File: src/design/llc_pkg.sv
`default_nettype none

package llc_pkg;

    localparam int LLC_WAYS     = 4;
    localparam int LLC_WAY_BITS = 2;
    localparam int LLC_SETS     = 16;
    localparam int LLC_SET_BITS = 4;
    localparam int LLC_TAG_BITS = 8;
    localparam int ADDR_BITS    = LLC_TAG_BITS + LLC_SET_BITS;
    localparam int DMA_LEN_BITS = 4;

    typedef logic [LLC_SET_BITS-1:0] llc_set_t;
    typedef logic [LLC_TAG_BITS-1:0] llc_tag_t;
    typedef logic [LLC_WAY_BITS-1:0] llc_way_t;

    // tag sits in the upper bits.
    typedef logic [ADDR_BITS-1:0] line_addr_t;

    // beats minus one.
    typedef logic [DMA_LEN_BITS-1:0] dma_len_t;

    typedef enum logic [2:0] {
        REQ_READ      = 3'd0,
        REQ_WRITE     = 3'd1,
        REQ_DMA_READ  = 3'd2,
        REQ_DMA_WRITE = 3'd3,
        REQ_FLUSH     = 3'd4
    } req_kind_t;

endpackage

`default_nettype wire

File: src/design/llc_input_decoder.sv
`timescale 1ns/1ps
`default_nettype none

module llc_input_decoder
    import llc_pkg::*;
(
    input  wire logic  clk,
    input  wire logic  rst,
    input  wire logic  req_valid,
    input  req_kind_t  req_kind,
    input  line_addr_t req_addr,
    input  dma_len_t   req_len,
    input  wire logic  busy,
    output logic       decode_en,
    output req_kind_t  req_kind_q,
    output llc_set_t   req_set,
    output llc_tag_t   req_tag,
    output line_addr_t req_addr_q,
    output dma_len_t   req_len_q,
    output logic       set_req_stall,
    output logic       set_flush_stall,
    output logic       update_dma_addr_from_req
);

    logic accept;
    logic is_dma;

    assign accept = req_valid && !busy; // strobes while busy are dropped.

    always_ff @(posedge clk or negedge rst) begin
        if (!rst) begin
            decode_en <= 1'b0;
        end else begin
            decode_en <= accept;
        end
    end

    always_ff @(posedge clk) begin
        if (accept) begin
            req_kind_q <= req_kind;
            req_addr_q <= req_addr;
            req_len_q  <= req_len;
        end
    end

    assign req_set = req_addr_q[LLC_SET_BITS-1:0];
    assign req_tag = req_addr_q[ADDR_BITS-1:LLC_SET_BITS];

    assign is_dma = (req_kind_q == REQ_DMA_READ) || (req_kind_q == REQ_DMA_WRITE);

    assign set_flush_stall          = decode_en && (req_kind_q == REQ_FLUSH);
    assign set_req_stall            = decode_en && (req_kind_q != REQ_FLUSH);
    assign update_dma_addr_from_req = decode_en && is_dma;

endmodule

`default_nettype wire

File: src/design/llc_regs.sv
`timescale 1ns/1ps
`default_nettype none

module llc_regs
    import llc_pkg::*;
(
    input  wire logic  clk,
    input  wire logic  rst,
    input  wire logic  decode_en,
    input  wire logic  update_dma_addr_from_req,
    input  line_addr_t req_addr_q,
    input  dma_len_t   req_len_q,
    input  wire logic  set_req_stall,
    input  wire logic  clr_req_stall,
    input  wire logic  set_flush_stall,
    input  wire logic  clr_flush_stall,
    input  wire logic  clr_rst_stall,
    input  wire logic  incr_rst_flush_set,
    input  wire logic  clr_rst_flush_set,
    input  wire logic  incr_dma_addr,
    input  wire logic  set_recall_pending,
    input  wire logic  clr_recall_pending,
    input  wire logic  set_dma_pending,
    input  wire logic  clr_dma_pending,
    input  wire logic  lookup_en,
    input  llc_tag_t   victim_tag,
    input  llc_set_t   rd_set,
    output logic       busy,
    output logic       rst_stall,
    output logic       flush_stall,
    output logic       req_stall,
    output llc_set_t   rst_flush_set,
    output line_addr_t dma_addr,
    output dma_len_t   dma_remaining,
    output logic       recall_pending,
    output logic       dma_pending,
    output line_addr_t addr_evict
);

    // held until the reset walk finishes.
    always_ff @(posedge clk or negedge rst) begin
        if (!rst) begin
            rst_stall <= 1'b1;
        end else if (clr_rst_stall) begin
            rst_stall <= 1'b0;
        end
    end

    always_ff @(posedge clk or negedge rst) begin
        if (!rst) begin
            flush_stall <= 1'b0;
        end else if (clr_flush_stall) begin
            flush_stall <= 1'b0;
        end else if (set_flush_stall) begin
            flush_stall <= 1'b1;
        end
    end

    always_ff @(posedge clk or negedge rst) begin
        if (!rst) begin
            req_stall <= 1'b0;
        end else if (clr_req_stall) begin
            req_stall <= 1'b0;
        end else if (set_req_stall) begin
            req_stall <= 1'b1;
        end
    end

    // shared by reset and flush walks.
    always_ff @(posedge clk or negedge rst) begin
        if (!rst) begin
            rst_flush_set <= '0;
        end else if (clr_rst_flush_set) begin
            rst_flush_set <= '0;
        end else if (incr_rst_flush_set) begin
            rst_flush_set <= rst_flush_set + 1'b1;
        end
    end

    always_ff @(posedge clk or negedge rst) begin
        if (!rst) begin
            dma_addr      <= '0;
            dma_remaining <= '0;
        end else if (update_dma_addr_from_req) begin
            dma_addr      <= req_addr_q;
            dma_remaining <= req_len_q;
        end else if (incr_dma_addr) begin
            dma_addr      <= dma_addr + 1'b1;
            dma_remaining <= dma_remaining - 1'b1; // wraps after the last beat.
        end
    end

    always_ff @(posedge clk or negedge rst) begin
        if (!rst) begin
            recall_pending <= 1'b0;
        end else if (clr_recall_pending) begin
            recall_pending <= 1'b0;
        end else if (set_recall_pending) begin
            recall_pending <= 1'b1;
        end
    end

    always_ff @(posedge clk or negedge rst) begin
        if (!rst) begin
            dma_pending <= 1'b0;
        end else if (clr_dma_pending) begin
            dma_pending <= 1'b0;
        end else if (set_dma_pending) begin
            dma_pending <= 1'b1;
        end
    end

    always_ff @(posedge clk or negedge rst) begin
        if (!rst) begin
            addr_evict <= '0;
        end else if (lookup_en) begin
            addr_evict <= {victim_tag, rd_set};
        end
    end

    // decode_en covers the cycle before the stall flag lands.
    assign busy = rst_stall || flush_stall || req_stall || decode_en;

endmodule

`default_nettype wire

File: src/design/llc_tag_store.sv
`timescale 1ns/1ps
`default_nettype none

module llc_tag_store
    import llc_pkg::*;
(
    input  wire logic clk,
    input  wire logic rst,
    input  llc_set_t  rd_set,
    input  llc_tag_t  lookup_tag,
    input  wire logic scan_dirty,
    input  wire logic wr_en,
    input  llc_way_t  wr_way,
    input  llc_tag_t  wr_tag,
    input  wire logic wr_valid,
    input  wire logic wr_dirty,
    input  wire logic clr_set_en,
    input  wire logic adv_ptr,
    output logic      hit,
    output llc_way_t  hit_way,
    output logic      hit_dirty,
    output llc_way_t  way_next,
    output logic      victim_valid,
    output logic      victim_dirty,
    output llc_tag_t  victim_tag
);

    llc_tag_t            tags  [LLC_SETS][LLC_WAYS];
    logic [LLC_WAYS-1:0] valid [LLC_SETS];
    logic [LLC_WAYS-1:0] dirty [LLC_SETS];
    llc_way_t            ptr   [LLC_SETS];

    always_ff @(posedge clk) begin
        if (wr_en) begin
            tags[rd_set][wr_way] <= wr_tag;
        end
    end

    always_ff @(posedge clk or negedge rst) begin
        if (!rst) begin
            for (int s = 0; s < LLC_SETS; s++) begin
                ptr[s] <= '0;
            end
        end else if (clr_set_en) begin
            valid[rd_set] <= '0;
            dirty[rd_set] <= '0;
            ptr[rd_set]   <= '0;
        end else begin
            if (wr_en) begin
                valid[rd_set][wr_way] <= wr_valid;
                dirty[rd_set][wr_way] <= wr_dirty;
            end
            if (adv_ptr) begin
                ptr[rd_set] <= ptr[rd_set] + 1'b1;
            end
        end
    end

    always_comb begin
        hit      = 1'b0;
        hit_way  = '0;
        way_next = ptr[rd_set];
        // downward loops leave the lowest match.
        for (int w = LLC_WAYS - 1; w >= 0; w--) begin
            if (valid[rd_set][w] && tags[rd_set][w] == lookup_tag) begin
                hit     = 1'b1;
                hit_way = llc_way_t'(w);
            end
        end
        if (scan_dirty) begin
            // flush looks for the lowest dirty line instead.
            for (int w = LLC_WAYS - 1; w >= 0; w--) begin
                if (valid[rd_set][w] && dirty[rd_set][w]) begin
                    way_next = llc_way_t'(w);
                end
            end
        end else begin
            for (int w = LLC_WAYS - 1; w >= 0; w--) begin
                if (!valid[rd_set][w]) begin
                    way_next = llc_way_t'(w);
                end
            end
        end
    end

    assign hit_dirty    = dirty[rd_set][hit_way];
    assign victim_valid = valid[rd_set][way_next];
    assign victim_dirty = victim_valid && dirty[rd_set][way_next];
    assign victim_tag   = tags[rd_set][way_next];

endmodule

`default_nettype wire

File: src/design/llc_process.sv
`timescale 1ns/1ps
`default_nettype none

module llc_process
    import llc_pkg::*;
(
    input  wire logic  clk,
    input  wire logic  rst,
    input  wire logic  decode_en,
    input  req_kind_t  req_kind_q,
    input  llc_set_t   req_set,
    input  llc_tag_t   req_tag,
    input  wire logic  rst_stall,
    input  wire logic  flush_stall,
    input  wire logic  req_stall,
    input  llc_set_t   rst_flush_set,
    input  line_addr_t dma_addr,
    input  dma_len_t   dma_remaining,
    input  wire logic  recall_pending,
    input  wire logic  dma_pending,
    input  line_addr_t addr_evict,
    input  wire logic  hit,
    input  llc_way_t   hit_way,
    input  wire logic  hit_dirty,
    input  llc_way_t   way_next,
    input  wire logic  victim_valid,
    input  wire logic  victim_dirty,
    input  llc_tag_t   victim_tag,
    output logic       clr_rst_stall,
    output logic       clr_req_stall,
    output logic       clr_flush_stall,
    output logic       incr_rst_flush_set,
    output logic       clr_rst_flush_set,
    output logic       incr_dma_addr,
    output logic       set_recall_pending,
    output logic       clr_recall_pending,
    output logic       set_dma_pending,
    output logic       clr_dma_pending,
    output logic       lookup_en,
    output llc_set_t   rd_set,
    output llc_tag_t   lookup_tag,
    output logic       scan_dirty,
    output logic       wr_en,
    output llc_way_t   wr_way,
    output llc_tag_t   wr_tag,
    output logic       wr_valid,
    output logic       wr_dirty,
    output logic       clr_set_en,
    output logic       adv_ptr,
    output logic       resp_valid,
    output logic       resp_hit,
    output llc_way_t   resp_way,
    output logic       evict_valid,
    output line_addr_t evict_addr,
    output logic       dma_valid,
    output line_addr_t dma_addr_out,
    output logic       dma_hit,
    output logic       flush_done
);

    typedef enum logic [3:0] {
        ST_RST_WALK, ST_IDLE, ST_LOOKUP, ST_EVICT, ST_RESPOND,
        ST_DMA_BEAT, ST_DMA_RECALL, ST_FLUSH_SCAN, ST_FLUSH_EVICT
    } state_t;

    state_t     state;
    state_t     state_next;
    logic       hit_q;
    llc_way_t   way_q;
    line_addr_t cur_addr;
    logic       is_write;
    logic       last_set;
    logic       walking;

    assign cur_addr = dma_pending ? dma_addr : {req_tag, req_set};
    assign is_write = (req_kind_q == REQ_WRITE);
    assign last_set = (rst_flush_set == llc_set_t'(LLC_SETS - 1));
    assign walking  = (state == ST_RST_WALK) || scan_dirty;

    assign rd_set     = walking ? rst_flush_set : cur_addr[LLC_SET_BITS-1:0];
    assign lookup_tag = cur_addr[ADDR_BITS-1:LLC_SET_BITS];
    assign scan_dirty = (state == ST_FLUSH_SCAN) || (state == ST_FLUSH_EVICT);

    always_ff @(posedge clk or negedge rst) begin
        if (!rst) begin
            state <= ST_RST_WALK;
        end else begin
            state <= state_next;
        end
    end

    // lookup result held for the later report.
    always_ff @(posedge clk) begin
        if (state == ST_LOOKUP) begin
            hit_q <= hit;
            way_q <= hit ? hit_way : way_next;
        end
    end

    always_comb begin
        state_next         = state;
        clr_rst_stall      = 1'b0;
        clr_req_stall      = 1'b0;
        clr_flush_stall    = 1'b0;
        incr_rst_flush_set = 1'b0;
        clr_rst_flush_set  = 1'b0;
        incr_dma_addr      = 1'b0;
        set_recall_pending = 1'b0;
        clr_recall_pending = 1'b0;
        set_dma_pending    = 1'b0;
        clr_dma_pending    = 1'b0;
        lookup_en          = 1'b0;
        wr_en              = 1'b0;
        wr_way             = hit_way;
        wr_tag             = lookup_tag;
        wr_valid           = 1'b1;
        wr_dirty           = 1'b0;
        clr_set_en         = 1'b0;
        adv_ptr            = 1'b0;
        resp_valid         = 1'b0;
        evict_valid        = 1'b0;
        dma_valid          = 1'b0;
        flush_done         = 1'b0;
        case (state)
            ST_RST_WALK: begin
                if (rst_stall) begin
                    clr_set_en         = 1'b1; // one set per cycle.
                    incr_rst_flush_set = 1'b1;
                    if (last_set) begin
                        clr_rst_stall     = 1'b1;
                        clr_rst_flush_set = 1'b1;
                        state_next        = ST_IDLE;
                    end
                end else begin
                    state_next = ST_IDLE;
                end
            end
            ST_IDLE: begin
                if (decode_en) begin
                    if (req_kind_q == REQ_FLUSH) begin
                        state_next = ST_FLUSH_SCAN;
                    end else begin
                        set_dma_pending = (req_kind_q == REQ_DMA_READ) ||
                                          (req_kind_q == REQ_DMA_WRITE);
                        state_next      = ST_LOOKUP;
                    end
                end
            end
            ST_LOOKUP: begin
                lookup_en = 1'b1;
                if (dma_pending) begin
                    // read recall cleans the line and write invalidates it.
                    wr_en    = hit;
                    wr_valid = (req_kind_q == REQ_DMA_READ);
                    if (hit && hit_dirty) begin
                        set_recall_pending = 1'b1;
                        state_next         = ST_DMA_RECALL;
                    end else begin
                        state_next = ST_DMA_BEAT;
                    end
                end else if (hit) begin
                    wr_en      = 1'b1;
                    wr_dirty   = hit_dirty || is_write;
                    state_next = ST_RESPOND;
                end else begin
                    wr_en      = 1'b1;
                    wr_way     = way_next;
                    wr_dirty   = is_write;
                    adv_ptr    = victim_valid; // only when the set is full.
                    state_next = victim_dirty ? ST_EVICT : ST_RESPOND;
                end
            end
            ST_EVICT: begin
                evict_valid = 1'b1;
                state_next  = ST_RESPOND;
            end
            ST_RESPOND: begin
                resp_valid    = 1'b1;
                clr_req_stall = req_stall;
                state_next    = ST_IDLE;
            end
            ST_DMA_RECALL: begin
                evict_valid        = 1'b1;
                clr_recall_pending = 1'b1;
                state_next         = ST_DMA_BEAT;
            end
            ST_DMA_BEAT: begin
                dma_valid     = 1'b1;
                incr_dma_addr = 1'b1;
                if (dma_remaining == '0) begin
                    clr_dma_pending = 1'b1;
                    clr_req_stall   = req_stall;
                    state_next      = ST_IDLE;
                end else begin
                    state_next = ST_LOOKUP;
                end
            end
            ST_FLUSH_SCAN, ST_FLUSH_EVICT: begin
                // an evict cycle reports the previous line and keeps scanning.
                evict_valid = (state == ST_FLUSH_EVICT);
                lookup_en   = 1'b1;
                if (victim_dirty) begin
                    wr_en      = 1'b1;
                    wr_way     = way_next;
                    wr_tag     = victim_tag;
                    wr_valid   = 1'b0;
                    state_next = ST_FLUSH_EVICT;
                end else begin
                    clr_set_en         = 1'b1;
                    incr_rst_flush_set = 1'b1;
                    state_next         = ST_FLUSH_SCAN;
                    if (last_set) begin
                        flush_done        = flush_stall;
                        clr_flush_stall   = 1'b1;
                        clr_rst_flush_set = 1'b1;
                        state_next        = ST_IDLE;
                    end
                end
            end
            default: begin
                state_next = ST_IDLE;
            end
        endcase
    end

    assign resp_hit     = hit_q;
    assign resp_way     = way_q;
    assign dma_hit      = hit_q;
    assign dma_addr_out = dma_addr;
    assign evict_addr   = recall_pending ? dma_addr : addr_evict;

endmodule

`default_nettype wire

File: src/design/llc_ctrl_top.sv
`timescale 1ns/1ps
`default_nettype none

module llc_ctrl_top
    import llc_pkg::*;
(
    input  wire logic  clk,
    input  wire logic  rst,
    input  wire logic  req_valid,
    input  req_kind_t  req_kind,
    input  line_addr_t req_addr,
    input  dma_len_t   req_len,
    output logic       busy,
    output logic       resp_valid,
    output logic       resp_hit,
    output llc_way_t   resp_way,
    output logic       evict_valid,
    output line_addr_t evict_addr,
    output logic       dma_valid,
    output line_addr_t dma_addr,
    output logic       dma_hit,
    output logic       flush_done
);

    logic       decode_en, set_req_stall, set_flush_stall, update_dma_addr_from_req;
    req_kind_t  req_kind_q;
    llc_set_t   req_set, rst_flush_set, rd_set;
    llc_tag_t   req_tag, lookup_tag, wr_tag, victim_tag;
    line_addr_t req_addr_q, dma_cur_addr, addr_evict;
    dma_len_t   req_len_q, dma_remaining;
    logic       clr_rst_stall, clr_req_stall, clr_flush_stall;
    logic       incr_rst_flush_set, clr_rst_flush_set, incr_dma_addr;
    logic       set_recall_pending, clr_recall_pending, set_dma_pending, clr_dma_pending;
    logic       lookup_en, rst_stall, flush_stall, req_stall, recall_pending, dma_pending;
    logic       scan_dirty, wr_en, wr_valid, wr_dirty, clr_set_en, adv_ptr;
    logic       hit, hit_dirty, victim_valid, victim_dirty;
    llc_way_t   wr_way, hit_way, way_next;

    llc_input_decoder u_decoder (.*);

    llc_regs u_regs (
        .*,
        .dma_addr (dma_cur_addr)
    );

    llc_process u_process (
        .*,
        .dma_addr     (dma_cur_addr),
        .dma_addr_out (dma_addr)
    );

    llc_tag_store u_tag_store (.*);

endmodule

`default_nettype wire

File: config.mk
export PLATFORM = sky130hd
export DESIGN_NAME = llc_ctrl_top
export DESIGN_NICKNAME = d
export VERILOG_FILES = /design/src/design/llc_pkg.sv /design/src/design/llc_input_decoder.sv /design/src/design/llc_regs.sv /design/src/design/llc_tag_store.sv /design/src/design/llc_process.sv /design/src/design/llc_ctrl_top.sv
export SDC_FILE = /design/constraint.sdc
export NUM_CORES = 1
export LEC_CHECK = 0
export BUFFER_PORTS_ARGS = -buffer_cell sky130_fd_sc_hd__buf_2
export CORE_MARGIN = 10
export CORE_UTILIZATION = 50
export CTS_CLUSTER_DIAMETER = 30
export DETAILED_ROUTE_END_ITERATION = 16
export PLACE_DENSITY = 0.66
export REMOVE_ABC_BUFFERS = 1
export SYNTH_ARGS = -nofsm -noshare
export SYNTH_HDL_FRONTEND = slang
export SYNTH_HIERARCHICAL = 1
export SYNTH_SLANG_ARGS = --single-unit
File: constraint.sdc
create_clock -name clk -period 8.2 [get_ports clk]
set_clock_uncertainty 0.15 [all_clocks]
set_input_delay 0.82 -clock clk [delete_from_list [all_inputs] [get_ports clk]]
set_output_delay 0.82 -clock clk [all_outputs]
set_load 0.05 [all_outputs]
======== Yosys cells after proc, flatten, opt, wreduce, memory -nomap -nowiden ========
Memory sizes are Yosys's and may differ from the RTL's.
Cells that the tools add are included.
word-level totals
  register bits ........................... 96
  bits in latches ......................... 0
  bits in writable memories ............... 640
  memory bits (read-only) ................. 0
  bits of input ports ..................... 22
  logic and storage cells ................. 246
  memories ................................ 3
operators by class
  $add $sub $neg .......................... 4
  $mul .................................... 0
  divide/modulo/power cells ............... 0
  order comparisons ....................... 9
  eq/ne operators ......................... 20
  shift-type cells ........................ 0
  multiplexer cells ....................... 125
  bitwise operators ....................... 13
  reductions and logical operators ........ 40
memory list
  name               words  bits a word  rd ports  clocked after Yosys merged registers in  wr ports  line                 source
  u_tag_store.tags   16     32           1         0                                        1         llc_tag_store.sv:28  llc_tag_t tags [LLC_SETS][LLC_WAYS];
  u_tag_store.dirty  16     4            1         0                                        1         llc_tag_store.sv:30  logic [LLC_WAYS-1:0] dirty [LLC_SETS];
  u_tag_store.valid  16     4            1         0                                        1         llc_tag_store.sv:29  logic [LLC_WAYS-1:0] valid [LLC_SETS];
operators with widths
  operator                                                                      count
  32-bit two-way mux                                                            3
  1-bit two-way mux                                                             60
  12-bit two-way mux                                                            4
  4-bit two-way mux                                                             12
  2-bit two-way mux                                                             21
  8-bit two-way mux                                                             5
  32-bit bitwise AND                                                            1
  32-bit bitwise mux                                                            1
  8-bit == test                                                                 4
  32-bit NOT                                                                    1
  4-bit one-hot mux with 7 select lines                                         1
  1-bit logical AND                                                             19
  8-bit binary-select mux with 2-bit select                                     1
  8-bit demux with 2-bit select                                                 1
  4-bit by 3-bit == test with 1-bit output, second input constant               4
  2-bit nonzero test                                                            7
  12-bit by 1-bit adder with 12-bit output, second input constant               1
  1-bit one-hot mux with 2 select lines                                         6
  2-bit by 3-bit less-than comparator with 1-bit output, second input constant  3
  3-bit two-way mux                                                             3
  2-bit binary-select mux with 4-bit select                                     1
  2-bit demux with 4-bit select                                                 1
  4-bit by 2-bit == test with 1-bit output, second input constant               2
  4-bit == test, second input constant                                          2
  27 further kinds                                                              47

======== Longest topological paths before layout ========
Gate-level depths: netlist (run 1).
  depth in word-level cells ............... 24
  mapped depth ............................ 29

======== Modules after synthesis ========
The synthesis (run 1) kept the hierarchy.
by module, submodules not included
  module             times used  cells each  area an instance (sq um)  sequential area each (sq um)
  llc_tag_store      1           1542        28049.4                   20019.2
  llc_regs           1           148         1677.9                    927.1
  llc_process        1           143         1246.2                    190.2
  llc_input_decoder  1           38          716.9                     595.6

======== Least setup slack after synthesis (run 1) ========
No wires, ideal clock.
  path type ............................... flip-flop to flip-flop
  start ................................... register u_process.state[1]
  end ..................................... memory u_tag_store/tags[10][24] (netlist name) (enable)
  setup time .............................. 0.370 ns
  data arrival time ....................... 6.025 ns
  data required time ...................... 7.680 ns
  path slack .............................. 1.655 ns
  stages on the path, launching flop included .. 25
  path buffers ............................ 8
  clock period less this slack ............ 6.545 ns
  path through ............................ dfrtp_1 -> buf_2 -> and4b_1 -> a21oi_2 -> nor2_1 -> a21oi_1 -> buf_2 -> buf_2 -> buf_2 -> clkbuf_1 -> mux4_2 -> a22o_1 -> o21a_1 -> o21ai_0 -> nor4_1 -> o2111a_1 -> or2_2 -> or3_1 -> clkbuf_1 -> o31ai_1 -> mux2_2 -> or3b_2 -> clkbuf_1 -> clkbuf_1 -> nor2_1
RTL lines
  element                                                                                                                           line                 source
  start, declared                                                                                                                   llc_process.sv:66    state_t state;
  start signal, assigned                                                                                                            llc_process.sv:88    state <= state_next;
  4-bit by 3-bit == test with 1-bit output or 4-bit == test (tied branches)                                                         llc_process.sv:82    assign scan_dirty = (state == ST_FLUSH_SCAN) || (state == ST_FLUSH_EVICT);
  1-bit logical OR                                                                                                                  llc_process.sv:82
  1-bit logical OR *                                                                                                                llc_process.sv:78    assign walking = (state == ST_RST_WALK) || scan_dirty;
  4-bit two-way mux *                                                                                                               llc_process.sv:80    assign rd_set = walking ? rst_flush_set : cur_addr[LLC_SET_BITS-1:0];
  via rd_set[1]                                                                                                                     llc_ctrl_top.sv:27   llc_set_t req_set, rst_flush_set, rd_set;
  memory 16 x 32 bit                                                                                                                n/a
  8-bit == test                                                                                                                     llc_tag_store.sv:65  if (valid[rd_set][w] && tags[rd_set][w] == lookup_tag) begin
  1-bit logical AND                                                                                                                 llc_tag_store.sv:65
  [4 not listed]                                                                                                                    n/a
  via hit                                                                                                                           llc_ctrl_top.sv:36   logic hit, hit_dirty, victim_valid, victim_dirty;
  [2 not listed]                                                                                                                    n/a
  2-bit one-hot mux with 2 select lines *                                                                                           llc_process.sv:124   case (state)
  via wr_way[0]                                                                                                                     llc_ctrl_top.sv:37   llc_way_t wr_way, hit_way, way_next;
  2-bit NOT with 3-bit output (implied by the code) *                                                                               llc_tag_store.sv:35  tags[rd_set][wr_way] <= wr_tag;
  3-bit greater-or-equal comparator (implied by the code) or 3-bit by 1-bit less-than comparator with 1-bit output (tied branches)  llc_tag_store.sv:35
  1-bit logical AND (implied by the code)                                                                                           llc_tag_store.sv:35
  8-bit two-way mux (implied by the code)                                                                                           llc_tag_store.sv:35
  8-bit demux with 2-bit select *                                                                                                   llc_tag_store.sv:35
  32-bit two-way mux (implied by the code) *                                                                                        llc_tag_store.sv:35
  end, declared                                                                                                                     llc_tag_store.sv:28
The timed path passes the listed nets; every way through them passes the cells marked *. The select of a mux whose other input is x is not followed.

======== Worst setup path in the final report (run 1) ========
  start ................................... register u_regs.dma_pending
  end ..................................... memory u_tag_store.valid[0][1] (enable)
RTL lines
  element                                                                                                                                                      line                 source
  start, declared                                                                                                                                              llc_regs.sv:36       output logic dma_pending,
  start signal, assigned                                                                                                                                       llc_regs.sv:105      dma_pending <= 1'b0;
  start signal, assigned                                                                                                                                       llc_regs.sv:107      dma_pending <= 1'b0;
  start signal, assigned                                                                                                                                       llc_regs.sv:109      dma_pending <= 1'b1;
  12-bit two-way mux *                                                                                                                                         llc_process.sv:75    assign cur_addr = dma_pending ? dma_addr : {req_tag, req_set};
  4-bit two-way mux *                                                                                                                                          llc_process.sv:80
  via rd_set[1]                                                                                                                                                llc_ctrl_top.sv:27
  memory 16 x 32 bit                                                                                                                                           n/a
  8-bit == test                                                                                                                                                llc_tag_store.sv:65
  1-bit logical AND                                                                                                                                            llc_tag_store.sv:65
  1-bit two-way mux (3 in a row)                                                                                                                               llc_tag_store.sv:65
  1-bit two-way mux *                                                                                                                                          llc_tag_store.sv:65
  via hit                                                                                                                                                      llc_ctrl_top.sv:36
  [2 not listed]                                                                                                                                               n/a
  2-bit one-hot mux with 2 select lines *                                                                                                                      llc_process.sv:124
  via wr_way[0]                                                                                                                                                llc_ctrl_top.sv:37
  2-bit by 3-bit less-than comparator with 1-bit output (implied by the code) or 2-bit by 1-bit greater-or-equal comparator with 1-bit output (tied branches)  llc_tag_store.sv:50  valid[rd_set][wr_way] <= wr_valid;
  1-bit logical AND (implied by the code)                                                                                                                      llc_tag_store.sv:50
  1-bit two-way mux (implied by the code)                                                                                                                      llc_tag_store.sv:50
  1-bit demux with 2-bit select *                                                                                                                              n/a
  4-bit two-way mux (implied by the code) *                                                                                                                    llc_tag_store.sv:50
  1-bit OR (no line) *                                                                                                                                         n/a
  end, declared                                                                                                                                                llc_tag_store.sv:29
Marks and branches as above.

==> out/metrics.yaml, run 1 <==
outcome:
  outcome: "finished, final reports clean"
timing:
  final-max-slew-violation-count: 0
  period_share_pct: 92.1
  finalSetupViolCount: 0
  tightest_slew_ps: 1290
  fin_setup_tns_ps: 0
  fmax_mhz: 132
  fin_crit_ps: 7550
  holdWs_ps: 128
  hold_viol_final: 0
  slew-limit-headroom_pct: 14.0
  grt_setup_unrepaired: "no"
clocking:
  htree_levels: 4
  cts.clk_slew.worst_paths_ps: 50
  cts_buffer_depth: 3
  cts_tree: "yes"
  clk_latency_ps: 720
  clockRootBuffer: "clkbuf_16"
  cts_buffers: 132
  cts_resized: 0
  cts_sinks: 736
synthesis:
  netlist_top_cells_area: "edfxtp_1 (63%), mux4_2 (10%), dfrtp_1 (5.8%), mux2i_1 (3.7%), nor2_1 (2.3%)"
  syn_inst: 1871
  netlist_area_sq_um: 31700
  yosysUniqueCellTypes: 91
  yosysTopAreaCellShare_pct: 62.7
  synth_common_cells: "edfxtp_1 (662), nor2_1 (190), mux4_2 (143), mux2i_1 (117), o21ai_0 (82)"
  ys_ff_latch: 736
  avgSynthCellArea_sq_um: 16.9
  synth-main-ff-cell: "edfxtp_1"
  synth_seq_area_share_pct: 68.6
  async_reset_ff_share_pct: 10.1
  yosysMostFrequentCell: "edfxtp_1"
  synth-edff-count: 662
  synth_area_leader_cell: "edfxtp_1"
  yosys_warnings: 6
setup_path:
  timing_worst_setup_path_type: "reg2reg"
  cp-end-kind: "register"
  timing.critical_path.arrival_ps: 7790
  crit_chain: "mux2i_1 > a21oi_4 > buf_12 > buf_4 > and2_1 > a22oi_1 > a21oi_1 > or4bb_1 > nand3b_1 > o2111a_1 > or2_2 > or3_1 > o31ai_1 > mux2_2 > nand3b_1 > buf_4 > inv_1 > o21ai_1 > nor2_1"
  startpoint_type: "register"
  critPathMaxStageDelay_ps: 890
  critPathSlowestCell: "dfrtp_1"
  cpLargestDelayFamily: "compound AO/OA/AOI/OAI gates"
  cp.required_ps: 8440
  path_max_fanout: 44
  worst-path-buf-inv: 4
die:
  die_y_um: 272
  dieWidth_um: 272
  row_count: 92
  coreArea_sq_um: 63000
  initial_core_util_pct: 50.3
  dieArea_sq_um: 73900
  ios: 55
final_layout:
  nets: 2038
  syn_to_final_growth_pct: 18.3
  fillCellCount: 4528
  drive_gt1_share_pct: 28.3
  fin_util_pct: 59.5
  stdcell_count: 2969
  multiInputGateArea_sq_um: 9000
  final_area_sq_um: 37500
  register_area_sq_um: 21700
power:
  peakVddDrop_uv: 312
  power.switching_uw: 5730
  pwr-share-clk_pct: 34.3
  powerDensity_nw_per_um2: 427
  seqPwrFrac_pct: 29.5
  p_int_uw: 10300
  leakagePower_uw: 0.0133
  switching_share_pct: 35.8
  combPwrFrac_pct: 36.2
detailed_routing:
  postRouteAntennaNets: 0
  drt-total-wl_mm: 79.9
  vias_per_cell: 6.10
  dr.pass1.iters: 5
  drt_iter0_drc: 1963
  vias: 18124
  routedWlPerCell_um: 26.9
  drc: 0
global_route:
  grt_max_degree: 86
  track_usage_pct: 21.7
  antenna_found_initial: 1
  grt_pass1_wl_mm: 120
  grt.overflow.total: 0
  grt_pass1_vias: 18277
placed_design:
  dpl.hpwl_mm: 49.7
  placedCellCount: 2724
  dpl-instance-area_sq_um: 32900
  port_buffers: 54
  gp_congestion: 0.947
run:
  maxCapViolations: 0
worst_hold_path:
  min_path_type: "in2reg"
[worst reg2reg max path, stage by stage (launching register included)]
cell and delay, ps:
dfrtp_1 890, mux2i_1 300, a21oi_4 250, buf_12 280, buf_4 470, and2_1 670
a22oi_1 310, a21oi_1 240, or4bb_1 140, nand3b_1 90, o2111a_1 170, or2_2 310
or3_1 530, o31ai_1 460, mux2_2 410, nand3b_1 110, buf_4 240, inv_1 80
o21ai_1 880, nor2_1 250
[through the flow]
step | power (uW) | setup slack [ps]
2_1_floorplan | 8540 | -13600
3_3_place_gp | 10500 | 920
3_5_place_dp | 10500 | 762
4_1_cts | 16000 | 777
5_1_grt | 16600 | 294
6_report | 16000 | 652
[sequential cells by signal, indices dropped and copies added, names as in the netlist, 12 cells and up]
register	cells
u_tag_store/tags	512
u_tag_store/dirty	64
u_tag_store/valid	64
u_tag_store/ptr	32
u_decoder/req_addr_q	12
u_regs/addr_evict	12
u_regs/dma_addr	12
[routing by layer]
metal  global-route usage, %  vias up  wire, um
met5                       0        -         0
met4                    8.68        0      2490
met3                    5.10      162      6840
met2                    33.9      931     38000
met1                    29.1     9354     32600
li1                        -     7677         -
[path summary, 6_finish.rpt]
check	cells past startpoint	slack (ps)	from	to
setup reg to reg	19	650	u_regs/dma_pending$_DFFE_PN0P_	u_tag_store/valid[0][1]$_DFFE_PP_
max in group asynchronous	3	6410	rst	u_regs/addr_evict[8]$_DFFE_PN0P_
hold / removal	1	130	req_addr[2]	u_decoder/req_addr_q[2]$_DFFE_PP_
min in group asynchronous	2	520	rst	u_regs/rst_flush_set[1]$_DFFE_PN0P_
setup / recovery	19	650	u_regs/dma_pending$_DFFE_PN0P_	u_tag_store/valid[0][1]$_DFFE_PP_
hold reg to reg	2	320	u_decoder/req_len_q[2]$_DFFE_PP_	u_regs/dma_remaining[2]$_DFFE_PN0P_
[final cells by class]
type                       count  area share (%)
antenna                        1         0.00667
clock buffer                 149            9.06
clock inverter                94            3.10
inverter                      23           0.230
multi-input combinational    971            24.0
sequential                   736            58.0
tap                          846            2.82
timing repair buffer         149            2.80
[repair_timing]
item / in CTS / in global routing
endpoints found under the setup margin: 0 / 0
setup buffers: 0 / 0
endpoints found under the hold margin: 34 / 0
hold buffers: 1 / 0
[kinds of logic after synthesis]
family | synth area share, %
simple gates | 5.69
buf+inv | 3.18
fa+ha+maj | 0.118
mux | 16.7
xor+xnor | 1.21
flops | 68.6
compound gates | 4.55
[placed cells by master, fill, tap and decap left out, types with 9 or more instances in the layout]
cell type / n
mux2i_1: 117
clkbuf_1: 15
o21ai_0: 82
or4_1: 11
clkbuf_16: 133
a21oi_1: 18
mux2_2: 63
bufinv_16: 18
mux4_2: 143
clkinv_4: 10
inv_1: 20
xnor2_1: 25
edfxtp_1: 662
clkinvlp_4: 10
nand3_1: 17
a22o_1: 9
clkinv_2: 20
xor2_1: 17
clkinv_1: 13
inv_6: 13
buf_4: 90
dfrtp_1: 73
buf_2: 53
nor2_1: 190
nor2b_1: 11
a31oi_1: 10
nand2_1: 77
a22oi_1: 28
[power by group through the flow]
stage / combinational [uW] / clock, uW / sequential, uW
2_1_floorplan: 3710 / 0 / 4830
3_3_place_gp: 5670 / 0 / 4780
3_5_place_dp: 5720 / 0 / 4790
4_1_cts: 5740 / 5570 / 4720
5_1_grt: 6100 / 5760 / 4730
6_report: 5790 / 5500 / 4720
Note: power is estimated with default switching activity, not from simulation.
==> run 2, diff against run 1 <==
--- a/config.mk
+++ b/config.mk
@@ -11,6 +11,7 @@
 export CTS_CLUSTER_DIAMETER = 30
 export DETAILED_ROUTE_END_ITERATION = 16
 export PLACE_DENSITY = 0.66
+export RECOVER_POWER = 100
 export REMOVE_ABC_BUFFERS = 1
 export SYNTH_ARGS = -nofsm -noshare
 export SYNTH_HDL_FRONTEND = slang
==> constraint.sdc (replaced) <==
create_clock -name clk -period 9.7 [get_ports clk]
set_clock_uncertainty 0.15 [all_clocks]
set_input_delay 0.97 -clock clk [delete_from_list [all_inputs] [get_ports clk]]
set_output_delay 0.97 -clock clk [all_outputs]
set_load 0.05 [all_outputs]
==> run 2 against run 1 <==
The flow now finishes with violations (max-capacitance violations, max-slew violations). Largest power group unchanged. Non-clock buffer count is 55 lower. First-iteration DRC count is 4.0% lower. Die area stayed put. Setup slack better by 100 ps. Critical endpoint is now u_tag_store/tags[6][11]$_DFFE_PP_. Clock power is 16% lower. Clock-buffer cell count is 19 higher. Combinational power is 15% lower.
==> out/metrics.yaml, run 2 (synthesis gave the netlist of run 1 again) <==
detailed_routing:
  drt-total-wl_mm: 81.1
  drt_iter0_drc: 1884
  dr.pass1.iters: 6
  routedWlPerCell_um: 27.8
  vias: 18110
  postRouteAntennaNets: 0
  vias_per_cell: 6.20
  drc: 0
setup_path:
  cp.required_ps: 9870
  timing.critical_path.arrival_ps: 9120
  critPathSlowestCell: "mux2_1"
  startpoint_type: "register"
  rr_endpoint: "u_tag_store/tags[6][11]$_DFFE_PP_"
  crit_chain: "and4b_1 > a21oi_2 > nor2_1 > a21oi_4 > buf_4 > clkbuf_1 > mux4_2 > mux4_2 > a21oi_1 > a211oi_1 > a31oi_4 > inv_2 > mux2i_1 > o21a_1 > o21ai_1 > mux2_1 > clkbuf_1"
  worst-path-buf-inv: 4
  path_max_fanout: 40
  timing_worst_setup_path_type: "reg2reg"
  cpLargestDelayFamily: "multiplexers"
  regToRegStartpoint: "u_process/state[1]$_DFFE_PN0P_"
  cp-end-kind: "register"
  r2r_cells: 17
  reg2reg_slack_ps: 750
  critPathMaxStageDelay_ps: 1510
global_route:
  grt_pass1_vias: 18227
  grt_max_degree: 68
  grt_pass1_wl_mm: 121
  grt.overflow.total: 0
  track_usage_pct: 22.1
  antenna_found_initial: 0
run:
  maxCapViolations: 4
clocking:
  clockRootBuffer: "clkbuf_16"
  clk_latency_ps: 720
  cts_buffer_depth: 3
  post_cts_buffers: 0
  htree_levels: 4
  hold_buffers: 0
  cts_sinks: 736
  cts_buffers: 136
  cts.clk_slew.worst_paths_ps: 50
  cts_tree: "yes"
  cts_resized: 0
final_layout:
  final_cell_mix: "edfxtp_1 (662), nor2_1 (190), clkbuf_16 (143), mux4_2 (143), mux2i_1 (117)"
  stdcell_count: 2922
  reg_top3: "u_tag_store/tags x512, u_tag_store/dirty x64, u_tag_store/valid x64"
  largest_reg_flops: 512
  fillCellCount: 4666
  drive_gt1_share_pct: 23.2
  syn_to_final_growth_pct: 16.5
  largest_register: "u_tag_store/tags"
  final_common_cell: "edfxtp_1"
  nets: 1987
worst_hold_path:
  worstHoldPathCells: 1
  min_from: "req_addr[9]"
  holdPathEnd: "u_decoder/req_addr_q[9]$_DFFE_PP_"
  min_path_type: "in2reg"
timing:
  tightest_slew_ps: 2360
  fmax_mhz: 112
  finalWorstSetupSlack_ps: 752
  period_share_pct: 92.2
  hold_viol_final: 0
  fin_crit_ps: 8950
  final-max-slew-violation-count: 144
  finalSetupViolCount: 0
  slew-limit-headroom_pct: -57.6
  grt_setup_unrepaired: "no"
  fin_setup_tns_ps: 0
die:
  dieWidth_um: 272
  dieArea_sq_um: 73900
  ios: 55
  coreArea_sq_um: 63000
  die_y_um: 272
  row_count: 92
  initial_core_util_pct: 50.3
placed_design:
  gp_congestion: 0.912
  dpl.hpwl_mm: 50.6
  placedCellCount: 2670
  port_buffers: 54
  pre_cts_ws_ps: 1300
power:
  peakVddDrop_uv: 307
  powerDensity_nw_per_um2: 367
  leakagePower_uw: 0.0128
  power_uw: 13600
outcome:
  outcome: "finished, violations left"
  violations: "max-capacitance violations, max-slew violations"
[run 2: stage by stage]
step	utilization, %	area (sq um)	hold slack, ps
2_1_floorplan	-	30800	276
3_3_place_gp	51.6	32500	298
3_5_place_dp	51.6	32500	313
4_1_cts	58.9	37100	87.2
5_1_grt	58.6	36900	273
6_report	58.6	36900	296
[run 2: routing by layer]
metal	track usage, %	part of all wire, %	wire length, um	vias up
met4	9.25	3.3	2670	0
met1	30.0	41	33200	9432
met3	4.44	7.8	6320	160
li1	-	-	-	7581
met5	0	0	0	-
met2	34.4	48	38900	937
[run 2: worst register-to-register path, delay by kind of cell, from the launching register on]
kind / cells / cell delay [ps]
mux: 4 / 2730
compound gates: 7 / 2660
buf+inv: 4 / 2060
flops: 1 / 500
simple gates: 2 / 470
[run 2: final cells by class]
class / count / area (sq um) / area share (%)
Clock inverter: 83 / 870 / 2.36
Sequential cell: 736 / 21700 / 58.9
Multi-Input combinational cell: 971 / 8950 / 24.2
Timing Repair Buffer: 94 / 519 / 1.41
Tap cell: 846 / 1060 / 2.87
Antenna cell: 1 / 2.50 / 0.00678
Inverter: 23 / 86.3 / 0.234
Clock buffer: 168 / 3690 / 10.0
[run 2: worst max-delay path by stage]
stage	from	cells after the start	to	slack, ps
after detailed placement	u_process/state[1]$_DFFE_PN0P_	20	u_tag_store/valid[0][1]$_DFFE_PP_	1300
final	u_process/state[1]$_DFFE_PN0P_	17	u_tag_store/tags[6][11]$_DFFE_PP_	750
after global placement	u_process/state[1]$_DFFE_PN0P_	19	u_tag_store/tags[12][3]$_DFFE_PP_	1390
after CTS	u_process/state[1]$_DFFE_PN0P_	20	u_tag_store/valid[0][1]$_DFFE_PP_	1220
after floorplan	u_process/state[1]$_DFFE_PN0P_	21	u_tag_store/dirty[14][2]$_DFFE_PP_	-12100
after global routing	u_process/state[1]$_DFFE_PN0P_	21	u_tag_store/dirty[7][1]$_DFFE_PP_	350
[run 2: report_power, final]
part,internal (uW),switching [uW],total (uW)
clock,3050,1560,4610
sequential,3880,126,4000
combinational,1740,3200,4940
